$ cat src/verilog/lce_resp_wh_consts.svh
// ----------------------------------------------------------------------
// Widths and mesh dimensions for the LCE response wormhole transmitter
// Mesh dimensions must be powers of two for the id to cord mapping
// Payloads above 32 bytes are not supported
// ----------------------------------------------------------------------
`ifndef LCE_RESP_WH_CONSTS_SVH
`define LCE_RESP_WH_CONSTS_SVH

// Cache engine ids
`define LCE_ID_WIDTH 4
`define CCE_ID_WIDTH 4

`define PADDR_WIDTH 32
`define BLOCK_WIDTH 256  // Largest writeback is 32 bytes

// Mesh of 4 by 2 routers, x uses 2 bits and y uses 1 bit
`define NOC_X_DIM 4
`define NOC_Y_DIM 2

// Cord holds a y field above an x field of equal width
`define NOC_CORD_WIDTH 6
`define NOC_CORD_DIM_WIDTH (`NOC_CORD_WIDTH / 2)

`define NOC_CID_WIDTH 2
`define NOC_LEN_WIDTH 4  // Flits after the first one

`define FLIT_WIDTH 64

`endif

$ cat src/verilog/lce_resp_wh_pkg.sv
// ----------------------------------------------------------------------
// Types shared by the response transmitter
// Packed structs list fields from the most significant bit down
// ----------------------------------------------------------------------
`default_nettype none

`include "lce_resp_wh_consts.svh"

package lce_resp_pkg;

  // Response message classes
  typedef enum logic [2:0] {
    e_sync_ack = 3'd0,
    e_inv_ack  = 3'd1,
    e_coh_ack  = 3'd2,
    e_wb       = 3'd3,
    e_null_wb  = 3'd4
  } resp_msg_type_e;

  // Data size in bytes, only meaningful for a writeback
  typedef enum logic [2:0] {
    e_size_1  = 3'd0,
    e_size_2  = 3'd1,
    e_size_4  = 3'd2,
    e_size_8  = 3'd3,
    e_size_16 = 3'd4,
    e_size_32 = 3'd5
  } msg_size_e;

  // ----------------------------------------------------------------------
  // Response message from the cache engine
  // ----------------------------------------------------------------------
  typedef struct packed {
    resp_msg_type_e                  msg_type;
    msg_size_e                       size;
    logic [`PADDR_WIDTH-1:0]         addr;
    logic [`LCE_ID_WIDTH-1:0]        src_id;
    logic [`CCE_ID_WIDTH-1:0]        dst_id;
  } lce_resp_hdr_s;  // 46 bits

  typedef struct packed {
    logic [`BLOCK_WIDTH-1:0] data;
    lce_resp_hdr_s           hdr;
  } lce_resp_msg_s;

  // ----------------------------------------------------------------------
  // Wormhole packet
  // ----------------------------------------------------------------------
  typedef struct packed {
    logic [`NOC_CORD_DIM_WIDTH-1:0] y;
    logic [`NOC_CORD_DIM_WIDTH-1:0] x;
  } wh_cord_s;

  typedef struct packed {
    logic [`NOC_CID_WIDTH-1:0] cid;
    logic [`NOC_LEN_WIDTH-1:0] len;
    wh_cord_s                  cord;  // Routed on first, so it sits lowest
  } wh_hdr_s;  // 12 bits

  // Flit 0 starts with the wormhole header and then the message header
  typedef struct packed {
    logic [`BLOCK_WIDTH-1:0] data;
    lce_resp_hdr_s           msg_hdr;
    wh_hdr_s                 wh_hdr;
  } wh_packet_s;

endpackage

`default_nettype wire

$ cat src/verilog/wh_pipe_reg.sv
// ----------------------------------------------------------------------
// Single entry valid/ready register stage for any packed payload
// Ready depends on ready_i in the same cycle, so a chain of these is
// fully pipelined but carries a combinational ready path
// ----------------------------------------------------------------------
`default_nettype none
`timescale 1ns/1ps

module wh_pipe_reg #(
  parameter type payload_t = logic [7:0]
) (
  input  wire      clk_i,
  input  wire      arst_n_i,
  // Upstream side
  input  wire      v_i,
  input  payload_t data_i,
  output logic     ready_o,
  // Downstream side
  output logic     v_o,
  output payload_t data_o,
  input  wire      ready_i
);

  logic     full_q;
  payload_t data_q;

  // Free slot, or the held item leaves on this edge
  assign ready_o = ~full_q | ready_i;
  assign v_o     = full_q;
  assign data_o  = data_q;

  always_ff @(posedge clk_i or negedge arst_n_i) begin
    if (!arst_n_i) begin
      full_q <= 1'b0;
    end else if (ready_o) begin
      full_q <= v_i;  // Drains to empty when nothing new arrives
    end
  end

  always_ff @(posedge clk_i) begin
    if (v_i && ready_o) begin
      data_q <= data_i;
    end
  end

  // A stalled item must not change under the consumer
  a_hold_stable: assert property (@(posedge clk_i) disable iff (!arst_n_i)
    (v_o && !ready_i) |=> (v_o && $stable(data_o)));

endmodule

`default_nettype wire

$ cat src/verilog/lce_resp_wh_encode.sv
// ----------------------------------------------------------------------
// Forms a wormhole packet from an LCE response, purely combinational
// Valid and ready pass straight through
// Sizes above 32 bytes and non power of two mesh sizes are unsupported
// ----------------------------------------------------------------------
`default_nettype none
`timescale 1ns/1ps

`include "lce_resp_wh_consts.svh"

module lce_resp_wh_encode (
  input  wire                        v_i,
  input  lce_resp_pkg::lce_resp_msg_s msg_i,
  output logic                       ready_o,
  output logic                       v_o,
  output lce_resp_pkg::wh_packet_s   pkt_o,
  input  wire                        ready_i
);

  import lce_resp_pkg::*;

  localparam int HDR_WIDTH  = $bits(wh_hdr_s) + $bits(lce_resp_hdr_s);
  localparam int BITS_WIDTH = $clog2(`BLOCK_WIDTH + 1);

  // Flits after the first for a given number of payload bits
  function automatic logic [`NOC_LEN_WIDTH-1:0] flit_len(input logic [BITS_WIDTH-1:0] bits);
    int unsigned total;
    total = HDR_WIDTH + bits;
    return `NOC_LEN_WIDTH'((total + `FLIT_WIDTH - 1) / `FLIT_WIDTH - 1);
  endfunction

  logic [`CCE_ID_WIDTH-1:0] dst_id;
  wh_cord_s                 cord;
  logic [`NOC_CID_WIDTH-1:0] cid;
  logic [BITS_WIDTH-1:0]    data_bits;  // Payload bits actually carried
  logic [`BLOCK_WIDTH-1:0]  data_mask;

  assign v_o     = v_i;
  assign ready_o = ready_i;

  // ----------------------------------------------------------------------
  // Destination id to mesh position
  // ----------------------------------------------------------------------
  assign dst_id = msg_i.hdr.dst_id;
  assign cord.x = `NOC_CORD_DIM_WIDTH'(dst_id % `NOC_X_DIM);
  assign cord.y = `NOC_CORD_DIM_WIDTH'((dst_id / `NOC_X_DIM) % `NOC_Y_DIM);
  assign cid    = `NOC_CID_WIDTH'(dst_id / (`NOC_X_DIM * `NOC_Y_DIM));

  always_comb begin
    data_bits = '0;
    unique case (msg_i.hdr.msg_type)
      // Acks and null writebacks carry only the header
      e_sync_ack, e_inv_ack, e_coh_ack, e_null_wb: data_bits = '0;
      e_wb: begin
        unique case (msg_i.hdr.size)
          e_size_1:  data_bits = BITS_WIDTH'(8);
          e_size_2:  data_bits = BITS_WIDTH'(16);
          e_size_4:  data_bits = BITS_WIDTH'(32);
          e_size_8:  data_bits = BITS_WIDTH'(64);
          e_size_16: data_bits = BITS_WIDTH'(128);
          e_size_32: data_bits = BITS_WIDTH'(256);
          default:   data_bits = '0;
        endcase
      end
      default: data_bits = '0;
    endcase
  end

  // Full shift yields all ones for a 32 byte block
  assign data_mask = ~({`BLOCK_WIDTH{1'b1}} << data_bits);

  always_comb begin
    pkt_o             = '0;
    pkt_o.wh_hdr.cord = cord;
    pkt_o.wh_hdr.cid  = cid;
    pkt_o.wh_hdr.len  = flit_len(data_bits);
    pkt_o.msg_hdr     = msg_i.hdr;
    pkt_o.data        = msg_i.data & data_mask;  // Stale bytes never reach the NoC
  end

  // The cache engine must never send an encoding outside the size list
  always_comb begin
    if (v_i && msg_i.hdr.msg_type == e_wb) begin
      a_wb_size: assert (msg_i.hdr.size <= e_size_32)
        else $error("writeback with illegal size %0d", msg_i.hdr.size);
    end
  end

endmodule

`default_nettype wire

$ cat src/verilog/wh_flit_serializer.sv
// ----------------------------------------------------------------------
// Sends a held packet as len+1 flits of FLIT_WIDTH bits, lowest first
// A new packet is taken on the edge where the last flit transfers
// The last flit is padded with zeros
// ----------------------------------------------------------------------
`default_nettype none
`timescale 1ns/1ps

`include "lce_resp_wh_consts.svh"

module wh_flit_serializer (
  input  wire                            clk_i,
  input  wire                            arst_n_i,
  // Packet in
  input  wire                            v_i,
  input  lce_resp_pkg::wh_packet_s       pkt_i,
  output logic                           ready_o,
  // Flits out
  output logic                           flit_v_o,
  output logic [`FLIT_WIDTH-1:0]         flit_o,
  input  wire                            flit_ready_i
);

  import lce_resp_pkg::*;

  localparam int PKT_WIDTH = $bits(wh_packet_s);
  localparam int NUM_FLITS = (PKT_WIDTH + `FLIT_WIDTH - 1) / `FLIT_WIDTH;
  localparam int PAD_WIDTH = NUM_FLITS * `FLIT_WIDTH;
  localparam int IDX_WIDTH = $clog2(NUM_FLITS);

  logic                       busy_q;
  logic [`NOC_LEN_WIDTH-1:0]  cnt_q;   // Index of the flit on the line
  logic [`NOC_LEN_WIDTH-1:0]  len_q;
  wh_packet_s                 pkt_q;
  logic                       last;
  logic [NUM_FLITS-1:0][`FLIT_WIDTH-1:0] flits;

  assign last     = (cnt_q == len_q);
  assign flit_v_o = busy_q;
  assign ready_o  = ~busy_q | (flit_ready_i & last);

  // ----------------------------------------------------------------------
  // Flit select
  // ----------------------------------------------------------------------
  assign flits  = PAD_WIDTH'(pkt_q);
  assign flit_o = flits[cnt_q[IDX_WIDTH-1:0]];

  always_ff @(posedge clk_i or negedge arst_n_i) begin
    if (!arst_n_i) begin
      busy_q <= 1'b0;
      cnt_q  <= '0;
      len_q  <= '0;
    end else if (ready_o) begin
      busy_q <= v_i;
      cnt_q  <= '0;
      if (v_i) begin
        len_q <= pkt_i.wh_hdr.len;
      end
    end else if (flit_v_o && flit_ready_i) begin
      cnt_q <= cnt_q + 1'b1;  // Not the last flit, so hold the packet
    end
  end

  always_ff @(posedge clk_i) begin
    if (v_i && ready_o) begin
      pkt_q <= pkt_i;
    end
  end

  // Overrunning len would send flits that belong to no packet
  a_cnt_in_len: assert property (@(posedge clk_i) disable iff (!arst_n_i)
    busy_q |-> (cnt_q <= len_q));

endmodule

`default_nettype wire

$ cat src/verilog/lce_resp_wh_tx.sv
// ----------------------------------------------------------------------
// LCE response transmit path onto a wormhole mesh link
// Message register, encoder, packet register and flit serializer
// Up to three messages in flight, flit 0 first transfers three
// cycles after the input handshake when the output is ready
// ----------------------------------------------------------------------
`default_nettype none
`timescale 1ns/1ps

`include "lce_resp_wh_consts.svh"

module lce_resp_wh_tx (
  input  wire                         clk_i,
  input  wire                         arst_n_i,
  input  wire                         msg_v_i,
  input  lce_resp_pkg::lce_resp_msg_s msg_i,
  output logic                        msg_ready_o,
  output logic                        flit_v_o,
  output logic [`FLIT_WIDTH-1:0]      flit_o,
  input  wire                         flit_ready_i
);

  import lce_resp_pkg::*;

  // Stage links, named after the stage that drives valid
  logic          msg_v, msg_ready;
  lce_resp_msg_s msg_q;
  logic          enc_v, enc_ready;
  wh_packet_s    enc_pkt;
  logic          pkt_v, pkt_ready;
  wh_packet_s    pkt_q;

  wh_pipe_reg #(.payload_t(lce_resp_msg_s)) u_msg_reg (
    .clk_i   (clk_i),
    .arst_n_i(arst_n_i),
    .v_i     (msg_v_i),
    .data_i  (msg_i),
    .ready_o (msg_ready_o),
    .v_o     (msg_v),
    .data_o  (msg_q),
    .ready_i (msg_ready)
  );

  lce_resp_wh_encode u_encode (
    .v_i    (msg_v),
    .msg_i  (msg_q),
    .ready_o(msg_ready),
    .v_o    (enc_v),
    .pkt_o  (enc_pkt),
    .ready_i(enc_ready)
  );

  wh_pipe_reg #(.payload_t(wh_packet_s)) u_pkt_reg (
    .clk_i   (clk_i),
    .arst_n_i(arst_n_i),
    .v_i     (enc_v),
    .data_i  (enc_pkt),
    .ready_o (enc_ready),
    .v_o     (pkt_v),
    .data_o  (pkt_q),
    .ready_i (pkt_ready)
  );

  wh_flit_serializer u_serializer (
    .clk_i       (clk_i),
    .arst_n_i    (arst_n_i),
    .v_i         (pkt_v),
    .pkt_i       (pkt_q),
    .ready_o     (pkt_ready),
    .flit_v_o    (flit_v_o),
    .flit_o      (flit_o),
    .flit_ready_i(flit_ready_i)
  );

endmodule

`default_nettype wire

$ cat config.mk
export PLATFORM = sky130hd
export DESIGN_NAME = lce_resp_wh_tx
export DESIGN_NICKNAME = d
export VERILOG_FILES = /design/src/verilog/lce_resp_wh_pkg.sv /design/src/verilog/wh_pipe_reg.sv /design/src/verilog/lce_resp_wh_encode.sv /design/src/verilog/wh_flit_serializer.sv /design/src/verilog/lce_resp_wh_tx.sv
export VERILOG_INCLUDE_DIRS = /design/src /design/src/verilog
export SDC_FILE = /design/constraint.sdc
export NUM_CORES = 1
export LEC_CHECK = 0
export BUFFER_PORTS_ARGS = -buffer_cell sky130_fd_sc_hd__buf_2
export CAP_MARGIN = 10
export CORE_MARGIN = 2
export CORE_UTILIZATION = 40
export DETAILED_ROUTE_END_ITERATION = 8
export SYNTH_ARGS = -nofsm -noshare
export SYNTH_HDL_FRONTEND = slang
export SYNTH_HIERARCHICAL = 1
export SYNTH_SLANG_ARGS = --single-unit
$ cat constraint.sdc
create_clock -name clk_i -period 11.2 [get_ports clk_i]
set_clock_uncertainty 0.05 [all_clocks]
set_input_delay 1.12 -clock clk_i [delete_from_list [all_inputs] [get_ports clk_i]]
set_output_delay 1.12 -clock clk_i [all_outputs]
set_load 0.02 [all_outputs]
Yosys cells after proc, flatten, opt, wreduce, memory -nomap -nowiden:

Cells that the tools add are included.
W data, S select, Z words.

* add/sub/neg operators: 5
* magnitude comparators: 1
* eq/ne operators: 7
* shift operators: 1
* mux-type cells: 6
* bitwise operators: 9
* reductions and logical operators: 7

Operators by type and width (number)
* $and A256 B256 Y256: 1
* $not A256 Y256: 1
* $shl A256 B9 Y256 const A: 1
* $bmux W64 S3: 1
* $mux W64: 1
* $pmux W9 S6: 1
* $add A10 B7 Y10 const B: 1
* $add A6 B9 Y10 const A: 1
* $sub A10 B1 Y10 const B: 1
* $eq A3 B2 Y1 const B: 3
* $mux W9: 1
* $mux W4: 2
* $eq A3 B3 Y1 const B: 2
* $add A4 B1 Y4 const B: 1
* $eq A4 B4 Y1: 1
* $logic_and A1 B1 Y1: 4
* $lt A3 B4 Y1 const B: 1
* $sub A4 B1 Y4 const B: 1
* $eq A3 B1 Y1 const B: 1
* $logic_not A3 Y1: 1
* $not A1 Y1: 3
* $or A1 B1 Y1: 3
* $reduce_and A2 Y1: 1
* $reduce_bool A2 Y1: 1
* $and A1 B1 Y1: 1

* register bits: 933

Logic depth before layout (Yosys ltp):

* word-level depth: 7
* mapped depth: 8
* gate-level depth less buffers: 6

By module:

Netlist, hierarchy kept.

Modules (own cells, without submodules)
* wh_flit_serializer: times used 1, cells each 644, area an instance 12376.9 µm², seq. area each 9654.3 µm²
* wh_pipe_reg at u_pkt_reg: times used 1, cells each 318, area an instance 9482.8 µm², seq. area each 9454.1 µm²
* wh_pipe_reg at u_msg_reg: times used 1, cells each 306, area an instance 9122.5 µm², seq. area each 9093.7 µm²
* lce_resp_wh_encode: times used 1, cells each 356, area an instance 2272.2 µm², seq. area each 0.0 µm²

Worst setup path after synthesis:

Ideal clock, no wire load.

* kind: in2reg
* start point: input flit_ready_i
* end point: register u_serializer.pkt_q (netlist bit u_serializer/flits[0]) (enable)
* library setup time: 0.714 ns
* arrival time: 9.010 ns
* required time: 10.436 ns
* slack: 1.426 ns
* stages on the path: 5
* buffers on the path: 2
* cell sequence: clkbuf_1 and2_0 clkbuf_1 a21bo_4 and2_1

* longest elaborated chain between the ends: 3

Ends and longest elaborated chain
* start, declared: line lce_resp_wh_tx.sv:20 `input wire flit_ready_i`
* $and A1 B1 Y1: line wh_flit_serializer.sv:40 `assign ready_o = ~busy_q | (flit_ready_i & last);`
* $or A1 B1 Y1: line wh_flit_serializer.sv:40
* net pkt_ready: line lce_resp_wh_tx.sv:30 `logic pkt_v, pkt_ready;`
* $logic_and A1 B1 Y1: line wh_flit_serializer.sv:65 `if (v_i && ready_o) begin`
* end signal, assigned: line wh_flit_serializer.sv:66 `pkt_q <= pkt_i;`
* end, declared: line wh_flit_serializer.sv:34 `wh_packet_s pkt_q;`

The timed path passes the listed nets, and every way through them passes these cells.
A chain may end at the register's enable or synchronous reset.

Worst setup path in the final report:

* start point: register u_serializer.cnt_q[0]
* end point: output flit_o[1]

* longest elaborated chain between the ends: 2

Ends and longest elaborated chain
* start, declared: line wh_flit_serializer.sv:32 `` logic [`NOC_LEN_WIDTH-1:0] cnt_q; ``
* start signal, assigned: line wh_flit_serializer.sv:60 `cnt_q <= cnt_q + 1'b1;`
* $bmux W64 S3: line wh_flit_serializer.sv:46 `assign flit_o = flits[cnt_q[IDX_WIDTH-1:0]];`
* $mux W64 (implied by the code): line wh_flit_serializer.sv:46
* end, declared: line lce_resp_wh_tx.sv:19 `` output logic [`FLIT_WIDTH-1:0] flit_o, ``

No other way between the ends. The select of a mux whose other input is x is not followed.

==> run summary <==
IO buf count -> 371
number of max-cap violations -> 0
critical path fanouts, max -> 35
Via Count -> 14,720
placed cells -> 2,976
library cells used by synthesis -> 41
leak pwr -> 13.54 nW
area grow syn2layout -> 18.09%
YS warnings -> 6
EDFF count, synth -> 930
Placer Congestion -> 0.7781
ys flop type -> edfxtp_1
Fmax -> 204.5 MHz
commonest non-fill, non-tap cell in the layout -> edfxtp_1
cts bufs inserted -> 99
Slew HR -> 0.2693
r2r setup slk -> 6440 ps
Crit path required time -> 10,030 ps
Die X -> 292.3 um
post-CTS setup repair buffer count -> 0
crit path launch type -> flip-flop
DP Worst Slack -> 6298 ps
total wire length -> 63,490 um
RSZ-0062 raised after global routing -> no
final cycle utilization of the critical path -> 0.4365
post-cts repair resize count -> 0
status -> finished, final reports clean
DRC violations left -> 0
Netlist Area Pre-Place -> 33,250 um2
GRT overflow -> 0
# setup viols final -> 0
routed len/inst -> 20.02 um
Seq/Total Area, Yosys -> 0.8481
H-tree Lvls -> 3
pwr dens -> 224.6 nW/um2
fill count -> 6,860
vias per cell -> 4.642
vias in the first global route -> 15,820
WS Path Type -> flip-flop to primary output
GRT Overall Usage -> 0.1492
clock tree from TritonCTS -> built
depth of the worst register-to-register path -> 8
CTS sink count -> 941
hold_ws -> 313.4 ps
Pins Over Slew Limit -> 0
kind of end point of the critical path -> primary output
site row count -> 105
fraction of layout cells with a size suffix above 1 -> 0.2968
total iterations of the first detailed-routing run -> 5
first-pass GRT wire length -> 94,920 um
final setup margin -> 6311 ps
Hold Fails Final Rpt -> 0
drt first-iter violations -> 889
Worst-path clk slew -> 60 ps
clock root cell -> clkbuf_16
Tmin final -> 4889 ps
CORE AREA -> 82,240 um2
hpwl dp -> 39,780 um
worst skew pair latency -> 640 ps
Yosys reg bits -> 941
largest net degree at the start of global routing -> 141
Slew @ Worst Pin -> 1096 ps
Worst Path Arrival -> 3720 ps
clock buffer depth -> 3
Routed Antenna Nets -> 0
min-delay worst type -> primary input to async pin
NumNets Final -> 2,315
Die H -> 292.3 um
initial antenna violation count -> 21
Avg Inst Size Synth -> 20.48 um2
num ports -> 372
worst vdd ir -> 129.1 uV
most frequent cells in the layout -> 930 x edfxtp_1, 371 x buf_2, 248 x and2_1, 100 x clkbuf_16
Initial Utilization -> 0.4044
Mapped Cells -> 1,624
non-filler cells, final -> 3,171
FFs w/ async S/R, synth -> 0.01169
Die ar. -> 85,460 um2
hold-fix buffer count after cts -> 0
Setup TNS -> 0 ps
## worst max-delay path: stages (launching register included)
cell	delay, ps
dfrtp_4	950
buf_4	780
mux4_2	380
inv_1	40
o21ai_0	520
buf_2	290
## path summary, 6_finish.rpt
check	start	end
setup / recovery	u_serializer/cnt_q[0]	flit_o[1]
hold / removal	arst_n_i	u_serializer/flit_v_o
setup reg to reg	u_serializer/cnt_q[0]	u_msg_reg/data_o[20]
hold reg to reg	u_pkt_reg/data_o[99]	u_serializer/flits[99]
max in group asynchronous	arst_n_i	u_serializer/cnt_q[1]
min in group clk_i	u_pkt_reg/data_o[99]	u_serializer/flits[99]
## report_power, final
group	internal, W	leakage, nW	switching [W]
registers	0.00416	8.43	0.000143
logic	0.000456	3.51	0.000789
clock network	0.00196	1.60	0.00131
## kinds of logic after synthesis
| kind of cell | Yosys count | synth area share |
|---|---|---|
| AOI/OAI and AO/OA | 77 | 0.01291 |
| xor gates and xnor gates | 8 | 0.002107 |
| adders and majority gates | 2 | 0.0007524 |
| buffers and inverters | 176 | 0.02950 |
| DFF | 941 | 0.8481 |
| muxes | 64 | 0.04334 |
| other | 1 | 0.0001128 |
| and+or+nand+nor | 355 | 0.06321 |
## layout make-up
class                   count  area [um2]  area share
multi-input cells         511        4121      0.1050
diodes                     12       30.03   0.0007647
inverters                  62       232.7    0.005926
repair buffers            392        2027     0.05162
clock buffers             111        2544     0.06478
flip-flops and latches    941       28210      0.7185
well taps                1070        1339     0.03409
clock inverters            72       762.0     0.01940
## registers in the layout, summed over array words and instances (netlist names)
name	count
u_msg_reg/data_o	302
u_serializer/len_q	4
u_pkt_reg/data_o	314
u_pkt_reg/v_o	1
u_serializer/flits	314
u_serializer/flit_v_o	1
u_serializer/cnt_q	4
u_msg_reg/v_o	1
## per-stage QoR
step | util | instance area [um2] | power [W]
after floorplan | - | 33270 | 0.005215
after global placement | 0.4369 | 35930 | 0.005638
after detailed placement | 0.4369 | 35930 | 0.005660
after CTS | 0.4771 | 39240 | 0.008962
after global routing | 0.4774 | 39260 | 0.009183
final | 0.4775 | 39270 | 0.008821
## metal layers
metal | vias up | part of all wire | GRT usage
met4 | 10 | 0.028 | 0.06391
met3 | 120 | 0.057 | 0.03490
met5 | - | 0.0010 | 0
li1 | 6833 | - | -
met2 | 403 | 0.51 | 0.2530
met1 | 7355 | 0.40 | 0.1839
## Yosys cell counts (all sizes together) (5+ instances only)
cell / instances / share of area
xor2: 6 / 0.0016
edfxtp: 930 / 0.84
and2: 252 / 0.048
o21ai: 59 / 0.0089
clkbuf: 36 / 0.0046
a21oi: 8 / 0.0013
nor2: 6 / 0.00075
mux4: 64 / 0.043
buf: 78 / 0.018
and3: 8 / 0.0015
nor2b: 6 / 0.0011
nand2: 64 / 0.0072
nand2b: 7 / 0.0018
dfrtp: 11 / 0.0083
nand4: 5 / 0.00094
inv: 62 / 0.0070
Note: power is estimated with default switching activity, not from simulation.
